`config.mk`:
```
export PLATFORM = sky130hd
export DESIGN_NAME = dReg
export DESIGN_NICKNAME = d
export VERILOG_FILES = /design/src/hdl/mipsPkg.sv /design/src/hdl/pipeRegs.sv
export VERILOG_INCLUDE_DIRS = /design/src /design/src/hdl
export SDC_FILE = /design/constraint.sdc
export NUM_CORES = 1
export LEC_CHECK = 0
export ABC_CLOCK_PERIOD_IN_PS = 5000
export BUFFER_PORTS_ARGS = -buffer_cell sky130_fd_sc_hd__buf_2
export CAP_MARGIN = 20
export CORE_MARGIN = 2
export CORE_UTILIZATION = 49
export CTS_CLUSTER_DIAMETER = 100
export CTS_CLUSTER_SIZE = 16
export DETAILED_ROUTE_END_ITERATION = 10
export PLACE_DENSITY_LB_ADDON = 0.25
export SLEW_MARGIN = 0
export SYNTH_ARGS = -nofsm -noshare
export SYNTH_HDL_FRONTEND = slang
export SYNTH_SLANG_ARGS = --single-unit
```
`constraint.sdc`:
```
create_clock -name clk -period 5 [get_ports clk]
set_input_delay 0.25 -clock clk [delete_from_list [all_inputs] [get_ports clk]]
set_output_delay 0.25 -clock clk [all_outputs]
set_load 0.01 [all_outputs]
```
`src/hdl/mips_consts.svh`:
```
`ifndef MIPS_CONSTS_SVH
`define MIPS_CONSTS_SVH

`define MIPS_XLEN 32
`define MIPS_NREGS 32
`define MIPS_REG_BITS 5
`define MIPS_IMEM_DEPTH 64
`define MIPS_IMEM_ABITS 6
`define MIPS_MUL_LATENCY 4

`endif

```
`src/hdl/mipsPkg.sv`:
```
`default_nettype none
`include "mips_consts.svh"

package mipsPkg;

    typedef enum logic [3:0] {
        OP_NOP   = 4'd0,
        OP_ADDU  = 4'd1,
        OP_SUBU  = 4'd2,
        OP_AND   = 4'd3,
        OP_OR    = 4'd4,
        OP_SLT   = 4'd5,
        OP_MUL   = 4'd6,
        OP_ADDIU = 4'd7,
        OP_ORI   = 4'd8,
        OP_LUI   = 4'd9,
        OP_BEQ   = 4'd10
    } opcode_t;

    typedef enum logic [1:0] {
        MUL_IDLE = 2'd0,
        MUL_BUSY = 2'd1,
        MUL_DONE = 2'd2
    } mulState_t;

    typedef struct packed {
        logic [`MIPS_XLEN-1:0] pc;
        logic [`MIPS_XLEN-1:0] instr;
        logic                  valid;
    } fetchData_t;

    typedef struct packed {
        logic [`MIPS_XLEN-1:0]     pc;
        opcode_t                   op;
        logic [`MIPS_REG_BITS-1:0] rs;
        logic [`MIPS_REG_BITS-1:0] rt;
        logic [`MIPS_REG_BITS-1:0] rd;    // destination, rt for immediates.
        logic [`MIPS_XLEN-1:0]     rsVal;
        logic [`MIPS_XLEN-1:0]     rtVal;
        logic [`MIPS_XLEN-1:0]     imm;   // already extended.
        logic                      valid;
    } decodeData_t;

    typedef struct packed {
        logic [`MIPS_XLEN-1:0]     pc;
        logic [`MIPS_XLEN-1:0]     result;
        logic [`MIPS_REG_BITS-1:0] rd;
        logic                      writes;
        logic                      valid;
    } execData_t;

    typedef execData_t memData_t;

endpackage

`default_nettype wire

```
`src/hdl/pipeRegs.sv`:
```
`timescale 1ns/1ps
`default_nettype none

// shared stall / flush register, stall wins over flush.
module stageReg #(
    parameter type packetT = logic
) (
    input  wire logic   clk,
    input  wire logic   reset,
    input  wire logic   stall,
    input  wire logic   flush,
    input  wire packetT dNew,
    output packetT      q
);
    always_ff @(posedge clk, posedge reset) begin
        if (reset) begin
            q <= '0;
        end else if (!stall && flush) begin
            q <= '0;    // bubble.
        end else if (!stall) begin
            q <= dNew;
        end
    end
endmodule


module dReg import mipsPkg::*; (
    input  wire logic       clk,
    input  wire logic       reset,
    input  wire logic       stallD,
    input  wire logic       flushD,
    input  wire fetchData_t dataFNew,
    output fetchData_t      dataF
);
    stageReg #(.packetT(fetchData_t)) i_stageReg (
        .clk(clk), .reset(reset), .stall(stallD), .flush(flushD),
        .dNew(dataFNew), .q(dataF)
    );
endmodule




`default_nettype wire

```
* Word-level counts from Yosys, hierarchy flattened
Cells that the tools add are included.
** Cells by class
- Equal/unequal tests :: 1
- Muxes and demuxes :: 2
- Reductions and logical operators :: 2
** Operator list (count)
- 65-bit 2-to-1 mux :: 2
- 2-bit by 1-bit inequality test with 1-bit output (second input constant) :: 1
- 1-bit logical AND :: 1
- 1-bit zero test :: 1
** Storage, ports and cells
- Register bits after elaboration :: 65
- Input bits :: 69
- Output and inout bits :: 65
- Word-level logic and storage cells :: 8

* Depth between registers and ports, before layout
Gate-level depths: netlist of run 1.
- Depth after elaboration :: 3
- Gate-level depth with buffers :: 5
- Gate-level depth less buffers :: 2

* Least setup slack after synthesis of run 1
Ideal clock, no wire load.
- Kind :: input -> register
- Start point :: in flushD
- End point :: reg i_stageReg.q[1] (netlist bit)
- Setup time :: 0.132 ns
- Arrival time :: 0.735 ns
- Required time :: 4.868 ns
- Slack :: 4.133 ns
- Stages on the path :: 3
- Path buffers :: 2
- Cell sequence :: buf_4 > clkbuf_1 > o21ai_1
** Between the ends
- Cells in the longest elaborated chain, start to end :: 2
- Elaborated cells between the ends (all ways) :: 3
- Those cells by class :: 1 x eq/ne; 1 x mux; 1 x reduce/logical
** RTL lines
- start: declaration :: RTL line pipeRegs.sv:31 : input wire logic flushD,
- 1-bit logical AND (*) :: RTL line pipeRegs.sv:18 : end else if (!stall && flush) begin
- 2-bit by 1-bit inequality test with 1-bit output (no line) / 65-bit 2-to-1 mux (equally long branches)
- end signal: assignment :: RTL line pipeRegs.sv:21 : q <= dNew;
- end: declaration :: RTL line pipeRegs.sv:13 : output packetT q
Every way passes the cells marked *; elsewhere a longest branch is shown, timed or not.
A chain may end at the register's enable or synchronous reset.

* Worst setup path in the final report of run 1
- Start point :: in stallD
- End point :: reg i_stageReg.q[22] (netlist bit)
** Between the ends
- Cells in the longest elaborated chain, start to end :: 3
- Elaborated cells between the ends (all ways) :: 4
- Those cells by class :: 1 x eq/ne; 1 x mux; 2 x reduce/logical
** RTL lines
- start: declaration :: RTL line pipeRegs.sv:30 : input wire logic stallD,
- 1-bit zero test :: RTL line pipeRegs.sv:18
- 1-bit logical AND :: RTL line pipeRegs.sv:18
- 2-bit by 1-bit inequality test with 1-bit output (no line) / 65-bit 2-to-1 mux (equally long branches)
Several ways; a longest one is shown, not always the timed one.

==> run summary, run 1 <==
Gate Count Post-Synth: 282
WHS: 159 ps
critical path type: input pin to flip-flop
Die H: 79.1 um
Biggest register: i_stageReg.q
Mean Syn Cell Area: 9.79 um^2
Layout Skew: 0 ps
hold_buf cts: 0
final hold viol count: 0
Pwr Density: 317 nW/um^2
Pleak: 1.86 nW
R2R cell count: 2
Seq/Total Area, Yosys: 0.589
maxcap violations: 0
outcome: completed
layout filler cell count: 502
routed vias: 2224
register area: 1630 um^2
Net count, final: 476
Switching Fraction: 0.263
Starting Density: 0.505
antenna-violating nets left: 0
HPWL after DPL: 3790 um
Total GRT Usage: 0.196
Synth Area in XOR/XNOR: 0
RePlAce Congestion: 0.779
# rows: 27
Slew HR: 0.344
Setup Slack @ Placement: 3450 ps
Die ar.: 6250 um^2
first drt pass iteration count: 4
CTS Root Cell: clkbuf_8
Critical Path Fanout Max: 130
Worst-Skew Late Latency: 320 ps
final setup vio count: 0
compound-gate portion of the synthesized area: 0.118
critical path arrival: 1290 ps
final instance area: 3550 um^2
min-delay src: dataFNew[38]
post-synthesis mux area share: 0
clock buffer depth: 2
fin util: 0.649
r2r setup slk: 4300 ps
adder-cell share of the synthesized area: 0
Net Count, Synth: 351
fraction of layout cells with a size suffix above 1: 0.365
placed insts: 467
Final Max Slew Viols: 0
Yosys cell types: 10
H-tree depth: 3
FF-to-FF End: i_stageReg.q[28]$_DFFE_PP0P_
largest net degree at the start of global routing: 131
main combinational cell family by area after synthesis: simple AND/OR/NAND/NOR gates
Data required, critical path: 5180 ps
Power Total: 1.13 mW
Residual DRC: 0
fin crit period: 1110 ps
Comb power frac: 0.151
Reg power frac: 0.521
cts bufs inserted: 9
Vias/cell: 4.60
Setup TNS Final: 0 ps
initial antenna violation count: 0
postcts setup bufs: 0
nature of the critical path startpoint: input pin
Area Overhead vs Synth: 28.7%
part of the cycle the worst path needs: 0.222
synthesized cell area: 2760 um^2
HP Class: input pin to flip-flop
top flop regs: i_stageReg.q x65
Critical R2R Launch: i_stageReg.q[28]$_DFFE_PP0P_
grt total ovfl: 0
Synth Register Bits: 65
initial detailed-routing violation count: 158
vias in the first global route: 2111
simple-gate share of the synthesized area: 0.236
Worst-path clk slew: 70 ps
Synthesis Warnings: 0
Antenna Cells: 0
Hold Path Cell Cnt: 3
RSZ-0062 raised after global routing: no
clock network fraction of design power: 0.327
Core ar.: 5470 um^2
Slew @ Worst Pin: 984 ps
area post-placement: 3370 um^2
die width: 79.1 um
max FFs per register: 65
Routed WL: 5890 um
CTS tree: yes
Peak VDD IR: 0.000155 V
Routed WL per cell: 12.2 um
hold endpoint: i_stageReg.q[38]$_DFFE_PP0P_
internal cell power: 0.830 mW
wire length of the first global-routing pass: 9630 um
CP endpoint kind: flip-flop
Max Clk Rate: 899 MHz
Worst Slack Setup Final: 3890 ps
CTS-repair resized insts: 0
Ports: 134
Net Switching: 0.296 mW
footprint of the multi-input gates: 976 um^2
CTS sink count: 65
IO buf count: 133
Final Non-Filler Cells: 483
[worst max-delay path, cell delays in order]
cell and delay, ps:
buf_4 720, nand2b_1 190, o21ai_0 70
[cells in the mapped netlist]
master    count  area [um^2]
buf_2         4         20.0
buf_4         1         7.51
dfrtp_1      65         1630
inv_1         1         3.75
o21ai_1      51          255
o21ai_0      14         70.1
nand2b_1     65          407
buf_6         9          101
clkbuf_1      7         26.3
nand2_1      65          244
[power groups by stage]
stage               clock (mW)  combinational [mW]  sequential, mW
floorplan                    0              0.0763           0.616
global placement             0               0.168           0.596
detailed placement           0               0.172           0.596
CTS                      0.379               0.172           0.587
global route             0.401               0.194           0.591
finish                   0.368               0.171           0.587
[cell families after synthesis]
kind of cell	count (synthesis)
simple gates	130
buf+inv	22
flops	65
compound gates	65
[how the worst max path moves through the flow]
stage / startpoint / endpoint / slack (ps) / depth (start not counted)
after global routing: stallD / i_stageReg.q[29]$_DFFE_PP0P_ / 3750 / 3
after global placement: flushD / i_stageReg.q[12]$_DFFE_PP0P_ / 3520 / 2
final: stallD / i_stageReg.q[22]$_DFFE_PP0P_ / 3890 / 3
after floorplan: reset / i_stageReg.q[0]$_DFFE_PP0P_ / 3120 / 1
after detailed placement: flushD / i_stageReg.q[29]$_DFFE_PP0P_ / 3450 / 2
after CTS: flushD / i_stageReg.q[29]$_DFFE_PP0P_ / 3840 / 2
[cell type report]
cell class,instances,area share
Multi-Input combinational cell,195,0.275
Inverter,1,0.00106
Sequential cell,65,0.458
Clock inverter,4,0.00563
Clock buffer,11,0.0398
Tap cell,72,0.0254
Timing Repair Buffer,135,0.196
[cells in the final DEF, fill, tap and decap left out]
master / Yosys / routed
buf_12: 0 / 1
buf_2: 4 / 132
buf_4: 1 / 2
clkbuf_1: 7 / 1
clkbuf_8: 0 / 10
clkinv_2: 0 / 4
dfrtp_1: 65 / 65
inv_2: 0 / 1
nand2_1: 65 / 65
nand2b_1: 65 / 65
o21ai_0: 14 / 14
o21ai_1: 51 / 51
[per-layer routing]
metal,routed length [um],share of wire,vias up,track usage
li1,-,-,1146,-
met1,2780,0.47,985,0.257
met2,2590,0.44,87,0.317
met3,459,0.078,6,0.0466
met4,59,0.010,0,0.0724
met5,0,0,-,0
(Power assumes the default switching activity.)
==> run 2, diff against run 1 <==
Settings changed: ABC_CLOCK_PERIOD_IN_PS 5000 to 1000, CORE_UTILIZATION 49 to 41.
Clock period 5 ns to 1 ns, I/O delays scaled along.
==> run summary, run 2 (same netlist as run 1, synthesis figures left out) <==
outcome: completed
Vias/cell: 4.56 (-1.1%)
Slowest cell on crit path: dfrtp_1
CTS-repair resized insts: 0 (unchanged)
Worst-path clk slew: 70 ps (about the same)
Net count, final: 547 (+15%)
most frequent cells in the layout: buf_2 (132), dlygate4sd3_1 (66), nand2b_1 (65), nand2_1 (65), dfrtp_1 (65)
Switching Fraction: 0.262 (-0.000536)
CTS sink count: 65 (unchanged)
Critical Path Fanout Max: 2 (-98%)
routed vias: 2551 (+15%)
top flop regs: i_stageReg.q x65
first drt pass iteration count: 4 (unchanged)
Max Clk Rate: 1080 MHz
part of the cycle the worst path needs: 0.925
Peak VDD IR: 0.000601 V (+290%)
H-tree depth: 3 (unchanged)
Slew @ Worst Pin: 222 ps (-763 ps)
Reg power frac: 0.487 (-0.034)
Routed WL: 7070 um (+20%)
critical path type: flip-flop to output pin
Comb power frac: 0.185 (+0.034)
postcts setup bufs: 0 (unchanged)
Pwr Density: 1390 nW/um^2 (+340%)
hold_buf cts: 66 (+66)
Core ar.: 6420 um^2 (+17%)
CP bufs+invs: 1 (unchanged)
Die H: 86.1 um (+8.8%)
final setup vio count: 0 (unchanged)
# rows: 29 (+7.4%)
WHS: 52.8 ps (-106 ps)
Slew HR: 0.851 (+0.507)
slowest stage delay, CP: 390 ps (-330 ps)
critical path arrival: 870 ps (-420 ps)
Final Max Slew Viols: 0 (unchanged)
die width: 86.1 um (+8.8%)
Antenna Cells: 0 (unchanged)
IO buf count: 133 (unchanged)
crit path from: i_stageReg.q[40]$_DFFE_PP0P_
Setup TNS Final: 0 ps (unchanged)
Layout Skew: 0 ps (unchanged)
RePlAce Congestion: 0.740 (-5.1%)
CP cell instances: buf_2
maxcap violations: 0 (unchanged)
vias in the first global route: 2563 (+21%)
max FFs per register: 65 (unchanged)
clock network fraction of design power: 0.328 (about the same)
fin crit period: 925 ps
fraction of layout cells with a size suffix above 1: 0.321 (-0.0441)
most common cell after layout, fill and taps aside: buf_2
Starting Density: 0.430 (-0.0746)
largest net degree at the start of global routing: 58 (-56%)
Residual DRC: 0 (unchanged)
CTS Root Cell: clkbuf_8
CP endpoint kind: output pin
antenna-violating nets left: 0 (unchanged)
Area Overhead vs Synth: 57.0%
min-delay src: stallD
Critical R2R Launch: i_stageReg.q[19]$_DFFE_PP0P_
Ports: 134 (unchanged)
Total GRT Usage: 0.201 (+0.00508)
cts bufs inserted: 9 (unchanged)
nature of the critical path startpoint: flip-flop
CTS tree: yes
Net Switching: 1.58 mW (+430%)
internal cell power: 4.45 mW (+440%)
Data required, critical path: 950 ps (-4230 ps)
HP Class: input pin to flip-flop
wire length of the first global-routing pass: 11700 um (+21%)
final hold viol count: 0 (unchanged)
initial detailed-routing violation count: 76 (-52%)
RSZ-0062 raised after global routing: no
Worst-Skew Late Latency: 330 ps (about the same)
Biggest register: i_stageReg.q
HPWL after DPL: 4190 um (+11%)
cell family with most CP delay: flip-flops
layout filler cell count: 522 (+4.0%)
clock buffer depth: 2 (unchanged)
Die ar.: 7410 um^2 (+18%)
Pleak: 2.19 nW (+17%)
grt total ovfl: 0 (unchanged)
initial antenna violation count: 0 (unchanged)
Routed WL per cell: 12.6 um (+3.4%)
-- run 2: changes by cell type in the layout (fill, tap and decap cells not counted) --
cell and delta:
clkbuf_1 +1, buf_12 +5, inv_2 -1, clkinvlp_4 +1, dlygate4sd3_1 +66, clkinv_2 -1
clkbuf_8 +1
-- run 2: metal layers --
layer	track usage	wire length (um)	vias to the layer above
met1	0.245	3100	1153
met2	0.338	3380	95
met5	0	0	-
met3	0.0510	473	10
met4	0.0837	114	0
li1	-	-	1293
-- run 2: per-stage QoR --
stage / power (mW) / util / std cells / cell area, um^2 / worst slack [ps]
detailed placement: 3.90 / 0.545 / 478 / 3500 / 91.5
global route: 6.35 / 0.675 / 560 / 4340 / 37.4
floorplan: 3.46 / - / 282 / 2770 / 250
finish: 6.03 / 0.675 / 560 / 4340 / 75.3
CTS: 6.08 / 0.675 / 560 / 4340 / 58.1
global placement: 3.88 / 0.545 / 478 / 3500 / 158
-- run 2: power by group through the flow --
| stage | logic [mW] | clock network (mW) | registers [mW] |
|---|---|---|---|
| after floorplan | 0.382 | 0 | 3.08 |
| after global placement | 0.905 | 0 | 2.98 |
| after detailed placement | 0.925 | 0 | 2.98 |
| after CTS | 1.12 | 2.02 | 2.93 |
| after global routing | 1.24 | 2.16 | 2.96 |
| final | 1.12 | 1.98 | 2.93 |
-- run 2: final timing paths --
path / cells after the start / slack, ps / to
hold reg to reg: 2 / 480 / i_stageReg.q[12]$_DFFE_PP0P_
hold / removal: 3 / 50 / i_stageReg.q[44]$_DFFE_PP0P_
max in group asynchronous: 4 / 490 / i_stageReg.q[54]$_DFFE_PP0P_
min in group asynchronous: 4 / 340 / i_stageReg.q[43]$_DFFE_PP0P_
setup reg to reg: 2 / 310 / i_stageReg.q[19]$_DFFE_PP0P_
setup / recovery: 1 / 80 / dataF[40]
-- run 2: cell type report --
type                       instances  area [um^2]  area share
sequential                        65         1630       0.375
timing repair buffer             206         1460       0.336
multi-input combinational        195          976       0.225
clock buffer                      13          159      0.0366
tap                               77         96.3      0.0222
clock inverter                     3         15.0     0.00346
inverter                           1         7.51     0.00173
==> run 3, diff against run 2 <==
Settings changed: CORE_MARGIN 2 to default.
==> run summary, run 3 (same netlist as run 1, synthesis figures left out) <==
most common cell after layout, fill and taps aside: buf_2
routed vias: 2548 (-0.12%)
min-delay src: stallD
Setup Slack @ Placement: 184 ps (+92.9 ps)
cell family with most CP delay: flip-flops
CTS tree: yes
Net count, final: 547 (unchanged)
initial antenna violation count: 0 (unchanged)
Layout Skew: 0 ps (unchanged)
grt total ovfl: 0 (unchanged)
Residual DRC: 21 (+21)
wire length of the first global-routing pass: 11700 um (-0.17%)
CP endpoint kind: output pin
top flop regs: i_stageReg.q x65
Worst-path clk slew: 70 ps (about the same)
r2r setup slk: 320 ps (about the same)
HP Class: input pin to flip-flop
Worst-Skew Late Latency: 330 ps (about the same)
FF-to-FF End: i_stageReg.q[31]$_DFFE_PP0P_
# rows: 29 (unchanged)
CP bufs+invs: 1 (unchanged)
IO buf count: 133 (unchanged)
CTS Root Cell: clkbuf_8
outcome: finished, violations left
part of the cycle the worst path needs: 0.925 (about the same)
Antenna Cells: 0 (unchanged)
antenna-violating nets left: 0 (unchanged)
Final Max Slew Viols: 0 (unchanged)
Max Clk Rate: 1080 MHz (about the same)
Hold Path Cell Cnt: 3 (unchanged)
cts bufs inserted: 9 (unchanged)
Pleak: 2.18 nW (-0.22%)
Total GRT Usage: 0.211 (+0.0103)
Biggest register: i_stageReg.q
Core ar.: 6420 um^2 (unchanged)
max FFs per register: 65 (unchanged)
initial detailed-routing violation count: 108 (+42%)
Slowest cell on crit path: dfrtp_1
placed insts: 478 (unchanged)
critical path arrival: 880 ps (about the same)
Slew @ Worst Pin: 333 ps (+111 ps)
Worst Slack Setup Final: 74.8 ps (-0.511 ps)
final setup vio count: 0 (unchanged)
layout filler cell count: 529 (+1.3%)
die width: 84.1 um (-2.3%)
nature of the critical path startpoint: flip-flop
register area: 1630 um^2 (unchanged)
CP cell instances: buf_2
Pwr Density: 1410 nW/um^2 (+1.5%)
R2R cell count: 2 (unchanged)
Die H: 84.1 um (-2.3%)
HPWL after DPL: 4070 um (-3.0%)
Area Overhead vs Synth: 56.7%
CTS sink count: 65 (unchanged)
Die ar.: 7070 um^2 (-4.6%)
H-tree depth: 3 (unchanged)
footprint of the multi-input gates: 976 um^2 (unchanged)
critical path type: flip-flop to output pin
Routed WL per cell: 12.6 um (+0.21%)
Final Non-Filler Cells: 559 (-0.18%)
RePlAce Congestion: 0.735 (-0.58%)
postcts setup bufs: 0 (unchanged)
Critical Path Fanout Max: 2 (unchanged)
Setup TNS Final: 0 ps (unchanged)
slowest stage delay, CP: 390 ps (about the same)
fin crit period: 925 ps (+0.511 ps)
WHS: 41.8 ps (-11.1 ps)
Routed WL: 7070 um (about the same)
first drt pass iteration count: 7 (+3)
clock buffer depth: 2 (unchanged)
final hold viol count: 0 (unchanged)
vias in the first global route: 2502 (-2.4%)
RSZ-0062 raised after global routing: no
fraction of layout cells with a size suffix above 1: 0.320 (-0.00141)
final instance area: 4330 um^2 (-0.23%)
Vias/cell: 4.56 (about the same)
Slew HR: 0.778 (-0.0732)
area post-placement: 3490 um^2 (-0.36%)
most frequent cells in the layout: buf_2 (132), dlygate4sd3_1 (66), nand2b_1 (65), nand2_1 (65), dfrtp_1 (65)
Data required, critical path: 950 ps (about the same)
Ports: 134 (unchanged)
hold endpoint: i_stageReg.q[40]$_DFFE_PP0P_
Critical R2R Launch: i_stageReg.q[31]$_DFFE_PP0P_
failing checks: DRC
Peak VDD IR: 0.000732 V (+22%)
maxcap violations: 0 (unchanged)
Starting Density: 0.430 (unchanged)
largest net degree at the start of global routing: 61 (+5.2%)
[run 3: cell count changes in the layout (fill, tap and decap cells not counted)]
cell / change
buf_12: -1
buf_4: +1
clkbuf_8: -2
bufinv_16: +1
[run 3: area by class of cell]
cell class | instances | area share
clock buffer | 11 | 0.0304
clock inverter | 4 | 0.0104
inverter | 1 | 0.00174
multi-input combinational | 195 | 0.226
sequential | 65 | 0.376
tap | 77 | 0.0223
timing repair buffer | 206 | 0.334
[run 3: worst max-delay path by stage]
stage                                 startpoint  slack (ps)                            to  cells after the start
floorplan                                  reset         250   i_stageReg.q[0]$_DFFE_PP0P_                      1
global placement                          stallD         210  i_stageReg.q[58]$_DFFE_PP0P_                      4
detailed placement                        stallD         180  i_stageReg.q[62]$_DFFE_PP0P_                      4
CTS                 i_stageReg.q[35]$_DFFE_PP0P_          60                     dataF[35]                      1
global route        i_stageReg.q[29]$_DFFE_PP0P_          40                     dataF[29]                      1
finish              i_stageReg.q[29]$_DFFE_PP0P_          70                     dataF[29]                      1
[run 3: stage by stage]
| stage | total power [mW] | utilization |
|---|---|---|
| 2_1_floorplan | 3.46 | - |
| 3_3_place_gp | 3.87 | 0.543 |
| 3_5_place_dp | 3.89 | 0.543 |
| 4_1_cts | 6.17 | 0.674 |
| 5_1_grt | 6.42 | 0.674 |
| 6_report | 6.10 | 0.674 |
[run 3: what timing repair did]
action / CTS / global route
hold endpoints to repair: 130 / 0
resized for setup: 0 / 0
hold buffers: 66 / 0
[run 3: power by group]
part	internal [mW]	total (mW)	switching, mW
Sequential	2.83	2.94	0.106
Combinational	0.584	1.11	0.529
Clock	1.13	2.05	0.928
[run 3: metal layers]
| layer | global-route usage | vias up | routed length (um) |
|---|---|---|---|
| met5 | 0 | - | 0 |
| met4 | 0.0799 | 0 | 87 |
| met3 | 0.0554 | 11 | 507 |
| met2 | 0.344 | 98 | 3370 |
| met1 | 0.270 | 1149 | 3110 |
| li1 | - | 1290 | - |
